## config.mk

```make
export PLATFORM = sky130hd
export DESIGN_NAME = frameBuffer
export DESIGN_NICKNAME = d
export VERILOG_FILES = /design/src/frameBufferPkg.sv /design/src/ramPortIf.sv /design/src/frameBuffer.sv /design/src/frameSweep.sv /design/src/frameBufferCtrl.sv /design/src/apbRegs.sv /design/src/fragmentPort.sv /design/src/dualPortRam.sv
export VERILOG_INCLUDE_DIRS = /design/src
export SDC_FILE = /design/constraint.sdc
export NUM_CORES = 1
export LEC_CHECK = 0
export BUFFER_PORTS_ARGS = -buffer_cell sky130_fd_sc_hd__buf_2
export CAP_MARGIN = 20
export CORE_ASPECT_RATIO = 1.2
export CORE_MARGIN = 8
export CORE_UTILIZATION = 50
export DETAILED_ROUTE_END_ITERATION = 7
export GPL_TIMING_DRIVEN = 0
export PLACE_DENSITY = 0.66
export RECOVER_POWER = 50
export SYNTH_ARGS = -nofsm -noshare
export SYNTH_HDL_FRONTEND = slang
export SYNTH_HIERARCHICAL = 1
export SYNTH_SLANG_ARGS = --single-unit
```

## constraint.sdc

```tcl
create_clock -name clk -period 3.45 [get_ports clk]
set_input_delay 0.345 -clock clk [delete_from_list [all_inputs] [get_ports clk]]
set_output_delay 0.345 -clock clk [all_outputs]
set_load 0.01 [all_outputs]
```

## src/frameBuffer_cfg.svh

```systemverilog
`ifndef FRAME_BUFFER_CFG_SVH
`define FRAME_BUFFER_CFG_SVH

////////////////////////////////////////
// Frame geometry
////////////////////////////////////////

`define FB_FRAME_PIXELS       64
`define FB_SUB_PIXELS         4
`define FB_SUB_PIXEL_WIDTH    4
`define FB_PIXEL_WIDTH        16
`define FB_INDEX_WIDTH        6

////////////////////////////////////////
// Stream and RAM word layout
////////////////////////////////////////

`define FB_STREAM_WIDTH       32
`define FB_PIXELS_PER_BEAT    2
`define FB_FRAME_BEATS        32
`define FB_BEAT_ADDR_WIDTH    5
`define FB_STROBES_PER_BEAT   8

// Host register window
`define FB_APB_ADDR_WIDTH     4

`endif
```

## src/frameBufferPkg.sv

```systemverilog
`include "frameBuffer_cfg.svh"

package frameBufferPkg;

    // Command controller states
    typedef enum logic [1:0]
    {
        fbIdle,
        fbCommitInit,
        fbCommit,
        fbMemset
    } fbState_e;

    // Job handed to the sweep engine
    typedef enum logic [1:0]
    {
        sweepNone,
        sweepCommit,
        sweepMemset
    } sweepMode_e;

    // Host register offsets
    typedef enum logic [`FB_APB_ADDR_WIDTH-1:0]
    {
        regCmd        = 'h0,
        regClearColor = 'h4,
        regStatus     = 'h8
    } fbRegAddr_e;

    // Commit sits in bit 0, memset in bit 1
    typedef struct packed
    {
        logic memset;
        logic commit;
    } fbCmd_t;

endpackage

```

## src/ramPortIf.sv

```systemverilog
`timescale 1ns/10ps
`include "frameBuffer_cfg.svh"

interface ramPortIf;

    // Write side
    logic                              write;
    logic [`FB_BEAT_ADDR_WIDTH-1:0]    writeAddr;
    logic [`FB_STREAM_WIDTH-1:0]       writeData;
    logic [`FB_STROBES_PER_BEAT-1:0]   writeMask;

    // Read side with data one cycle after the address
    logic [`FB_BEAT_ADDR_WIDTH-1:0]    readAddr;
    logic [`FB_STREAM_WIDTH-1:0]       readData;

    modport client
    (
        output write,
        output writeAddr,
        output writeData,
        output writeMask,
        output readAddr,
        input  readData
    );

    modport memory
    (
        input  write,
        input  writeAddr,
        input  writeData,
        input  writeMask,
        input  readAddr,
        output readData
    );

endinterface

```

## src/frameBuffer.sv

```systemverilog
`timescale 1ns/10ps
`include "frameBuffer_cfg.svh"

module frameBuffer
(
    input  logic                            clk,
    input  logic                            reset,

    // Host register access
    input  logic [`FB_APB_ADDR_WIDTH-1:0]   paddr,
    input  logic                            psel,
    input  logic                            penable,
    input  logic                            pwrite,
    input  logic [31:0]                     pwdata,
    output logic [31:0]                     prdata,
    output logic                            pready,
    output logic                            pslverr,

    // Rasterizer pixel access
    input  logic [`FB_INDEX_WIDTH-1:0]      fragIndexRead,
    input  logic [`FB_INDEX_WIDTH-1:0]      fragIndexWrite,
    input  logic [`FB_PIXEL_WIDTH-1:0]      fragIn,
    input  logic                            fragWriteEnable,
    input  logic [`FB_SUB_PIXELS-1:0]       fragMask,
    output logic [`FB_PIXEL_WIDTH-1:0]      fragOut,

    // Frame stream out
    output logic                            streamValid,
    input  logic                            streamReady,
    output logic                            streamLast,
    output logic [`FB_STREAM_WIDTH-1:0]     streamData
);

    import frameBufferPkg::*;

    logic                         apply;
    fbCmd_t                       cmd;
    logic [`FB_PIXEL_WIDTH-1:0]   clearColor;
    logic                         busy;
    sweepMode_e                   sweepMode;
    logic [`FB_PIXEL_WIDTH-1:0]   sweepColor;
    logic                         sweepDone;

    ramPortIf fragBus();
    ramPortIf ramBus();

    apbRegs u_apbRegs
    (
        .clk        (clk),
        .reset      (reset),
        .paddr      (paddr),
        .psel       (psel),
        .penable    (penable),
        .pwrite     (pwrite),
        .pwdata     (pwdata),
        .prdata     (prdata),
        .pready     (pready),
        .pslverr    (pslverr),
        .busy       (busy),
        .apply      (apply),
        .cmd        (cmd),
        .clearColor (clearColor)
    );

    frameBufferCtrl u_frameBufferCtrl
    (
        .clk        (clk),
        .reset      (reset),
        .apply      (apply),
        .cmd        (cmd),
        .clearColor (clearColor),
        .sweepDone  (sweepDone),
        .busy       (busy),
        .sweepMode  (sweepMode),
        .sweepColor (sweepColor)
    );

    fragmentPort u_fragmentPort
    (
        .clk             (clk),
        .reset           (reset),
        .fragIndexRead   (fragIndexRead),
        .fragIndexWrite  (fragIndexWrite),
        .fragIn          (fragIn),
        .fragWriteEnable (fragWriteEnable),
        .fragMask        (fragMask),
        .fragOut         (fragOut),
        .bus             (fragBus.client)
    );

    frameSweep u_frameSweep
    (
        .clk         (clk),
        .reset       (reset),
        .sweepMode   (sweepMode),
        .sweepColor  (sweepColor),
        .sweepDone   (sweepDone),
        .fragBus     (fragBus.memory),
        .ramBus      (ramBus.client),
        .streamValid (streamValid),
        .streamReady (streamReady),
        .streamLast  (streamLast),
        .streamData  (streamData)
    );

    dualPortRam u_dualPortRam
    (
        .clk     (clk),
        .memPort (ramBus.memory)
    );

endmodule

```

## src/frameSweep.sv

```systemverilog
`timescale 1ns/10ps
`include "frameBuffer_cfg.svh"

module frameSweep
(
    input  logic                           clk,
    input  logic                           reset,
    input  frameBufferPkg::sweepMode_e     sweepMode,
    input  logic [`FB_PIXEL_WIDTH-1:0]     sweepColor,
    output logic                           sweepDone,
    ramPortIf.memory                       fragBus,
    ramPortIf.client                       ramBus,
    output logic                           streamValid,
    input  logic                           streamReady,
    output logic                           streamLast,
    output logic [`FB_STREAM_WIDTH-1:0]    streamData
);

    import frameBufferPkg::*;

    localparam int addrWidth = `FB_BEAT_ADDR_WIDTH;
    localparam logic [addrWidth-1:0] lastBeat = addrWidth'(`FB_FRAME_BEATS - 1);

    logic [addrWidth-1:0] beatAddr;
    logic [addrWidth-1:0] beatAddrNext;
    logic                 accept;

    assign accept       = streamValid && streamReady;
    assign beatAddrNext = beatAddr + 1'b1;

    ////////////////////////////////////////
    // Beat counter and stream flags
    ////////////////////////////////////////

    // The counter wraps to zero after the last beat, ready for the next mode
    always_ff @(posedge clk)
    begin
        if (reset)
        begin
            beatAddr    <= '0;
            streamValid <= 1'b0;
            streamLast  <= 1'b0;
        end
        else
        begin
            case (sweepMode)
                sweepCommit:
                begin
                    if (!streamValid)
                    begin
                        // Beat 0 was fetched this cycle
                        streamValid <= 1'b1;
                    end
                    else if (streamReady)
                    begin
                        beatAddr   <= beatAddrNext;
                        streamLast <= beatAddrNext == lastBeat;
                        if (streamLast)
                        begin
                            streamValid <= 1'b0;
                        end
                    end
                end
                sweepMemset:
                begin
                    beatAddr <= beatAddrNext;
                end
                default:
                begin
                    beatAddr    <= '0;
                    streamValid <= 1'b0;
                    streamLast  <= 1'b0;
                end
            endcase
        end
    end

    assign sweepDone = (sweepMode == sweepCommit && accept && streamLast)
                    || (sweepMode == sweepMemset && beatAddr == lastBeat);

    ////////////////////////////////////////
    // RAM port multiplexer
    ////////////////////////////////////////

    always_comb
    begin
        ramBus.write     = fragBus.write;
        ramBus.writeAddr = fragBus.writeAddr;
        ramBus.writeData = fragBus.writeData;
        ramBus.writeMask = fragBus.writeMask;
        ramBus.readAddr  = fragBus.readAddr;
        case (sweepMode)
            sweepCommit:
            begin
                ramBus.write     = 1'b0;
                ramBus.writeAddr = beatAddr;
                ramBus.writeData = {`FB_PIXELS_PER_BEAT{sweepColor}};
                ramBus.writeMask = '0;
                // Fetch ahead so the RAM output always holds the current beat
                ramBus.readAddr  = accept ? beatAddrNext : beatAddr;
            end
            sweepMemset:
            begin
                ramBus.write     = 1'b1;
                ramBus.writeAddr = beatAddr;
                ramBus.writeData = {`FB_PIXELS_PER_BEAT{sweepColor}};
                ramBus.writeMask = '1;
                ramBus.readAddr  = beatAddr;
            end
            default: ;
        endcase
    end

    assign fragBus.readData = ramBus.readData;
    assign streamData       = ramBus.readData;

    stallHolds: assert property (@(posedge clk) disable iff (reset)
        streamValid && !streamReady |=> streamValid && $stable(streamData));

endmodule

```

## src/frameBufferCtrl.sv

```systemverilog
`timescale 1ns/10ps
`include "frameBuffer_cfg.svh"

module frameBufferCtrl
(
    input  logic                          clk,
    input  logic                          reset,
    input  logic                          apply,
    input  frameBufferPkg::fbCmd_t        cmd,
    input  logic [`FB_PIXEL_WIDTH-1:0]    clearColor,
    input  logic                          sweepDone,
    output logic                          busy,
    output frameBufferPkg::sweepMode_e    sweepMode,
    output logic [`FB_PIXEL_WIDTH-1:0]    sweepColor
);

    import frameBufferPkg::*;

    fbState_e state;
    logic     memsetPending;

    ////////////////////////////////////////
    // Command sequencing
    ////////////////////////////////////////

    always_ff @(posedge clk)
    begin
        if (reset)
        begin
            state         <= fbIdle;
            memsetPending <= 1'b0;
        end
        else
        begin
            case (state)
                fbIdle:
                begin
                    if (apply)
                    begin
                        memsetPending <= cmd.memset;
                        // Commit goes first when both bits are set
                        state <= cmd.commit ? fbCommitInit : fbMemset;
                    end
                end
                fbCommitInit:
                begin
                    state <= fbCommit;
                end
                fbCommit:
                begin
                    if (sweepDone)
                    begin
                        state <= memsetPending ? fbMemset : fbIdle;
                    end
                end
                fbMemset:
                begin
                    if (sweepDone)
                    begin
                        state <= fbIdle;
                    end
                end
                default: state <= fbIdle;
            endcase
        end
    end

    // Color is frozen at apply time so later host writes don't leak in
    always_ff @(posedge clk)
    begin
        if (state == fbIdle && apply)
        begin
            sweepColor <= clearColor;
        end
    end

    // The init cycle already runs the sweep so the first read is prefetched
    always_comb
    begin
        case (state)
            fbCommitInit, fbCommit: sweepMode = sweepCommit;
            fbMemset:               sweepMode = sweepMemset;
            default:                sweepMode = sweepNone;
        endcase
    end

    assign busy = state != fbIdle;

    applyOnlyWhenIdle: assert property (@(posedge clk) disable iff (reset)
        apply |-> state == fbIdle);

endmodule

```

## src/apbRegs.sv

```systemverilog
`timescale 1ns/10ps
`include "frameBuffer_cfg.svh"

module apbRegs
(
    input  logic                            clk,
    input  logic                            reset,
    input  logic [`FB_APB_ADDR_WIDTH-1:0]   paddr,
    input  logic                            psel,
    input  logic                            penable,
    input  logic                            pwrite,
    input  logic [31:0]                     pwdata,
    output logic [31:0]                     prdata,
    output logic                            pready,
    output logic                            pslverr,
    input  logic                            busy,
    output logic                            apply,
    output frameBufferPkg::fbCmd_t          cmd,
    output logic [`FB_PIXEL_WIDTH-1:0]      clearColor
);

    import frameBufferPkg::*;

    logic access;
    logic addrHit;
    logic cmdWrite;

    assign access   = psel && penable;
    assign cmdWrite = access && pwrite && (paddr == regCmd);

    // No wait states
    assign pready = 1'b1;

    ////////////////////////////////////////
    // Read decode
    ////////////////////////////////////////

    always_comb
    begin
        addrHit = 1'b1;
        prdata  = '0;
        case (paddr)
            regCmd:        prdata = 32'(cmd);
            regClearColor: prdata = 32'(clearColor);
            regStatus:     prdata = {31'b0, !busy};
            default:       addrHit = 1'b0;
        endcase
    end

    // Error only during the access phase
    assign pslverr = access && (!addrHit || (cmdWrite && busy));

    ////////////////////////////////////////
    // Register writes
    ////////////////////////////////////////

    always_ff @(posedge clk)
    begin
        if (reset)
        begin
            apply      <= 1'b0;
            cmd        <= '0;
            clearColor <= '0;
        end
        else
        begin
            apply <= 1'b0;
            if (access && pwrite && !pslverr)
            begin
                case (paddr)
                    regCmd:
                    begin
                        cmd   <= fbCmd_t'(pwdata[1:0]);
                        // Empty command is accepted but starts nothing
                        apply <= pwdata[1:0] != 2'b00;
                    end
                    regClearColor: clearColor <= pwdata[`FB_PIXEL_WIDTH-1:0];
                    default: ;
                endcase
            end
        end
    end

    enableInSel: assert property (@(posedge clk) disable iff (reset)
        penable |-> psel);

endmodule

```

## src/fragmentPort.sv

```systemverilog
`timescale 1ns/10ps
`include "frameBuffer_cfg.svh"

module fragmentPort
(
    input  logic                          clk,
    input  logic                          reset,
    input  logic [`FB_INDEX_WIDTH-1:0]    fragIndexRead,
    input  logic [`FB_INDEX_WIDTH-1:0]    fragIndexWrite,
    input  logic [`FB_PIXEL_WIDTH-1:0]    fragIn,
    input  logic                          fragWriteEnable,
    input  logic [`FB_SUB_PIXELS-1:0]     fragMask,
    output logic [`FB_PIXEL_WIDTH-1:0]    fragOut,
    ramPortIf.client                      bus
);

    localparam int selWidth = $clog2(`FB_PIXELS_PER_BEAT);

    logic [selWidth-1:0]              writeSel;
    logic [selWidth-1:0]              readSelQ;
    logic [`FB_STROBES_PER_BEAT-1:0]  strobe;

    ////////////////////////////////////////
    // Write path
    ////////////////////////////////////////

    assign writeSel = fragIndexWrite[selWidth-1:0];

    // Only the pixel slot picked by the low index bits gets the mask
    always_comb
    begin
        for (int p = 0; p < `FB_PIXELS_PER_BEAT; p++)
        begin
            strobe[p*`FB_SUB_PIXELS +: `FB_SUB_PIXELS] =
                (writeSel == selWidth'(p)) ? fragMask : '0;
        end
    end

    // An all-zero mask changes nothing, so it never reaches the RAM
    assign bus.write     = fragWriteEnable && (fragMask != '0);
    assign bus.writeAddr = fragIndexWrite[`FB_INDEX_WIDTH-1:selWidth];
    assign bus.writeData = {`FB_PIXELS_PER_BEAT{fragIn}};
    assign bus.writeMask = strobe;

    ////////////////////////////////////////
    // Read path
    ////////////////////////////////////////

    assign bus.readAddr = fragIndexRead[`FB_INDEX_WIDTH-1:selWidth];

    // Slot select lines up with the RAM output one cycle later
    always_ff @(posedge clk)
    begin
        if (reset)
        begin
            readSelQ <= '0;
        end
        else
        begin
            readSelQ <= fragIndexRead[selWidth-1:0];
        end
    end

    always_ff @(posedge clk)
    begin
        fragOut <= bus.readData[readSelQ*`FB_PIXEL_WIDTH +: `FB_PIXEL_WIDTH];
    end

endmodule

```

## src/dualPortRam.sv

```systemverilog
`timescale 1ns/10ps
`include "frameBuffer_cfg.svh"

module dualPortRam
(
    input  logic     clk,
    ramPortIf.memory memPort
);

    localparam int strobeWidth = `FB_SUB_PIXEL_WIDTH;

    logic [`FB_STREAM_WIDTH-1:0] mem [`FB_FRAME_BEATS];

    // Each strobe covers one sub-pixel field of the word
    always_ff @(posedge clk)
    begin
        if (memPort.write)
        begin
            for (int s = 0; s < `FB_STROBES_PER_BEAT; s++)
            begin
                if (memPort.writeMask[s])
                begin
                    mem[memPort.writeAddr][s*strobeWidth +: strobeWidth] <=
                        memPort.writeData[s*strobeWidth +: strobeWidth];
                end
            end
        end
    end

    // Registered read returns the old word when the same address is written
    always_ff @(posedge clk)
    begin
        memPort.readData <= mem[memPort.readAddr];
    end

    // Both clients must only issue writes that touch something
    maskNotEmpty: assert property (@(posedge clk)
        memPort.write |-> memPort.writeMask != '0);

endmodule

```

==> run summary <==
status = completed
area of the core = 91700 um^2
CP Cell Sequence = inv_2 -> ha_4 -> inv_1 -> ha_1 -> buf_6 -> clkbuf_4 -> nor2b_1 -> a21oi_2 -> buf_6 -> buf_12 -> buf_4 -> buf_6 -> mux2i_1 -> a21oi_1 -> a31oi_2 -> nand3_2
GRT overflow = 0
most common cell after layout, fill and taps aside = edfxtp_1
Crit path largest cell delay = 370 ps
Worst Path Buf+Inv = 8
first-pass GRT wire length = 193000 um
CP Capture Type = flop
Top cell by count, worst path = buf_6
Fin. Hold Viols = 0
number of DRC markers in iteration 0 = 3138
H-tree depth = 3
drt total wl = 138000 um
Mapped Avg Cell Area = 15.0 um^2
Clock Latency Late Sink = 680 ps
commonest non-fill, non-tap cells in the layout = edfxtp_1, mux2i_1, nor2_2
CTS tree = built
Buffers on Ports = 97
CTS Buf Count = 107
# Max-Cap Violations = 0
dpl hpwl = 96200 um
final setup TNS = 0 ps
detailed-route via count = 27936
GPL Wtd Cong = 0.910
Tcrit/Tclk final = 0.991
share of synthesized flip-flops with an asynchronous set or reset = 0
Die Area = 102000 um^2
Avg Vias per Cell = 5.96
arrival time worst endpoint = 3950 ps
maximum clock insertion buffer count = 3
root buf cell = clkbuf_16
Worst-path clk slew = 60 ps
largest delay contributor family on the critical path = buffers and inverters
number of flops mapped to enable cells by yosys = 1040
largest net degree at the start of global routing = 33
Worst EP required = 3980 ps
Overall Global Routing Usage = 0.263
post-synthesis sequential element count = 1118
predominant post-synthesis flop cell = edfxtp_1
worst setup path class = flop to flop
RSZ-0062 raised after global routing = yes
post-route DRC violation count = 0
CP startpoint kind = flop
min-delay worst type = input pin to flop
nets@finish = 3437
Fill cells = 6784
Setup Viol. Count Final = 0
critical path peak fanout = 10
Die W = 293 um
# IOs = 159
Initial Util = 0.501
Clock Skew = 25.4 ps
clock sinks = 1118
cell at the slowest stage of the critical path = dfxtp_4
Die Height = 348 um
worst slew pin tran = 1100 ps
vias in the first global route = 28074
sequential share of the synthesized area = 0.713
area of placed instances = 48800 um^2
Peak Freq = 292 MHz
Site Rows = 122
Cell variety after synth = 60
initial antenna violation count = 6
Rel. slew slack = 0.263
fin area = 54600 um^2
Mapped Area = 46000 um^2
post-route minimum period = 3420 ps
Synthesis Warnings = 6
drt pass-1 iters = 6
Layout area overhead = 18.7%
Final ANT Viol Nets = 0
share of cells above drive strength 1 = 0.259
Syn Inst Count = 3065
wire length per cell = 29.4 um
count of pins over their slew limit = 0
[final cells by class]
class | count | area (um^2) | area share
Buffer | 299 | 2430 | 0.0445
Timing Repair Buffer | 166 | 1740 | 0.0318
Inverter | 9 | 33.8 | 0.000619
Tap cell | 1240 | 1550 | 0.0284
Antenna cell | 1 | 2.50 | 0.0000458
Sequential cell | 1118 | 32800 | 0.601
Clock inverter | 75 | 714 | 0.0131
Multi-Input combinational cell | 1652 | 12400 | 0.227
Clock buffer | 129 | 2940 | 0.0538
[cells by family (layout without fill, tap and decap cells)]
group,count (synthesis),count (layout),share of synthesized area
buffers and inverters,310,678,0.0430
AND/OR/NAND/NOR,745,745,0.0718
multiplexers,548,548,0.121
adder cells (fa/ha/maj),9,9,0.00245
other,2,18,0.000163
AO/OA/AOI/OAI,331,331,0.0489
XOR/XNOR,2,2,0.000381
flip-flops,1118,1118,0.713
[registers in the layout, summed over array words and instances (netlist names)]
register,flops
u_frameBufferCtrl/sweepColor,16
u_apbRegs/clearColor,16
u_frameBufferCtrl/state,2
u_dualPortRam/mem,1024
u_frameSweep/streamLast,1
u_apbRegs/apply,1
u_frameSweep/streamValid,1
u_fragmentPort/readSelQ,1
u_fragmentPort/fragOut,16
u_frameSweep/beatAddr,5
u_frameBufferCtrl/memsetPending,1
u_dualPortRam/memPort.readData,32
u_apbRegs/cmd,2
[Yosys cell counts, drive strengths merged, types with 2 or more instances]
cell    count  area share
edfxtp   1040        0.68
mux2i     530        0.12
nor2      264       0.022
buf       244       0.037
nand2     232       0.019
a21oi     112       0.012
nand3     101       0.011
a22oi      97       0.016
dfxtp      78       0.034
a22o       65       0.012
clkbuf     57      0.0048
nand2b     53      0.0072
nor3       33      0.0036
a31oi      32      0.0044
and2       21      0.0029
mux2       18      0.0052
nor2b      14      0.0019
o21ai      10      0.0011
ha          9      0.0024
inv         9     0.00073
nand3b      4     0.00065
a211oi      3     0.00049
and3        3     0.00044
nor3b       3     0.00049
nor4        3     0.00041
and3b       2     0.00038
conb        2     0.00016
o41ai       2     0.00054
or3         2     0.00027
or4         2     0.00033
xor2        2     0.00038
[through the flow]
| stage | worst slack [ps] | cells | utilization | hold WS [ps] |
|---|---|---|---|---|
| 6_report | 30.7 | 4689 | 0.595 | 33.2 |
| 3_3_place_gp | -1050 | 4417 | 0.524 | 446 |
| 5_1_grt | -69.0 | 4688 | 0.595 | 29.6 |
| 3_5_place_dp | -1090 | 4444 | 0.532 | 442 |
| 2_1_floorplan | 586 | 3080 | - | 417 |
| 4_1_cts | -106 | 4673 | 0.588 | 9.88 |
[routing by layer]
layer  wire length (um)  vias up  global-route usage
li1                   -    11998                   -
met1              49900    13895               0.328
met2              64300     1681               0.427
met3              15100      358              0.0596
met4               8740        4               0.144
met5                 21        -                   0
[tightest hold or removal path, stage by stage]
cell      delay, ps
buf_2           120
nand4b_1        130
nor4_1           70
[final timing paths]
check | cells after the start | from | slack, ps | end
setup / recovery | 16 | u_frameBufferCtrl/state[0] | 30 | u_dualPortRam/memPort.readData[13]
hold / removal | 3 | penable | 30 | u_apbRegs/apply
setup reg to reg | 16 | u_frameBufferCtrl/state[0] | 30 | u_dualPortRam/memPort.readData[13]
hold reg to reg | 0 | u_apbRegs/clearColor[5] | 460 | u_frameBufferCtrl/sweepColor[5]
[timing repair]
item / in CTS / in global routing
gates resized for setup: 417 / 151
setup buffers: 6 / 7
hold endpoints to repair: 22 / 0
setup endpoints to repair: 1056 / 1056
hold buffers: 18 / 0
pin swaps: 4 / 5
cloned: 2 / 1
Power is left out: the tool's default activity adds up to more than one toggle a clock period on the data nets, which glitch-free logic cannot reach.
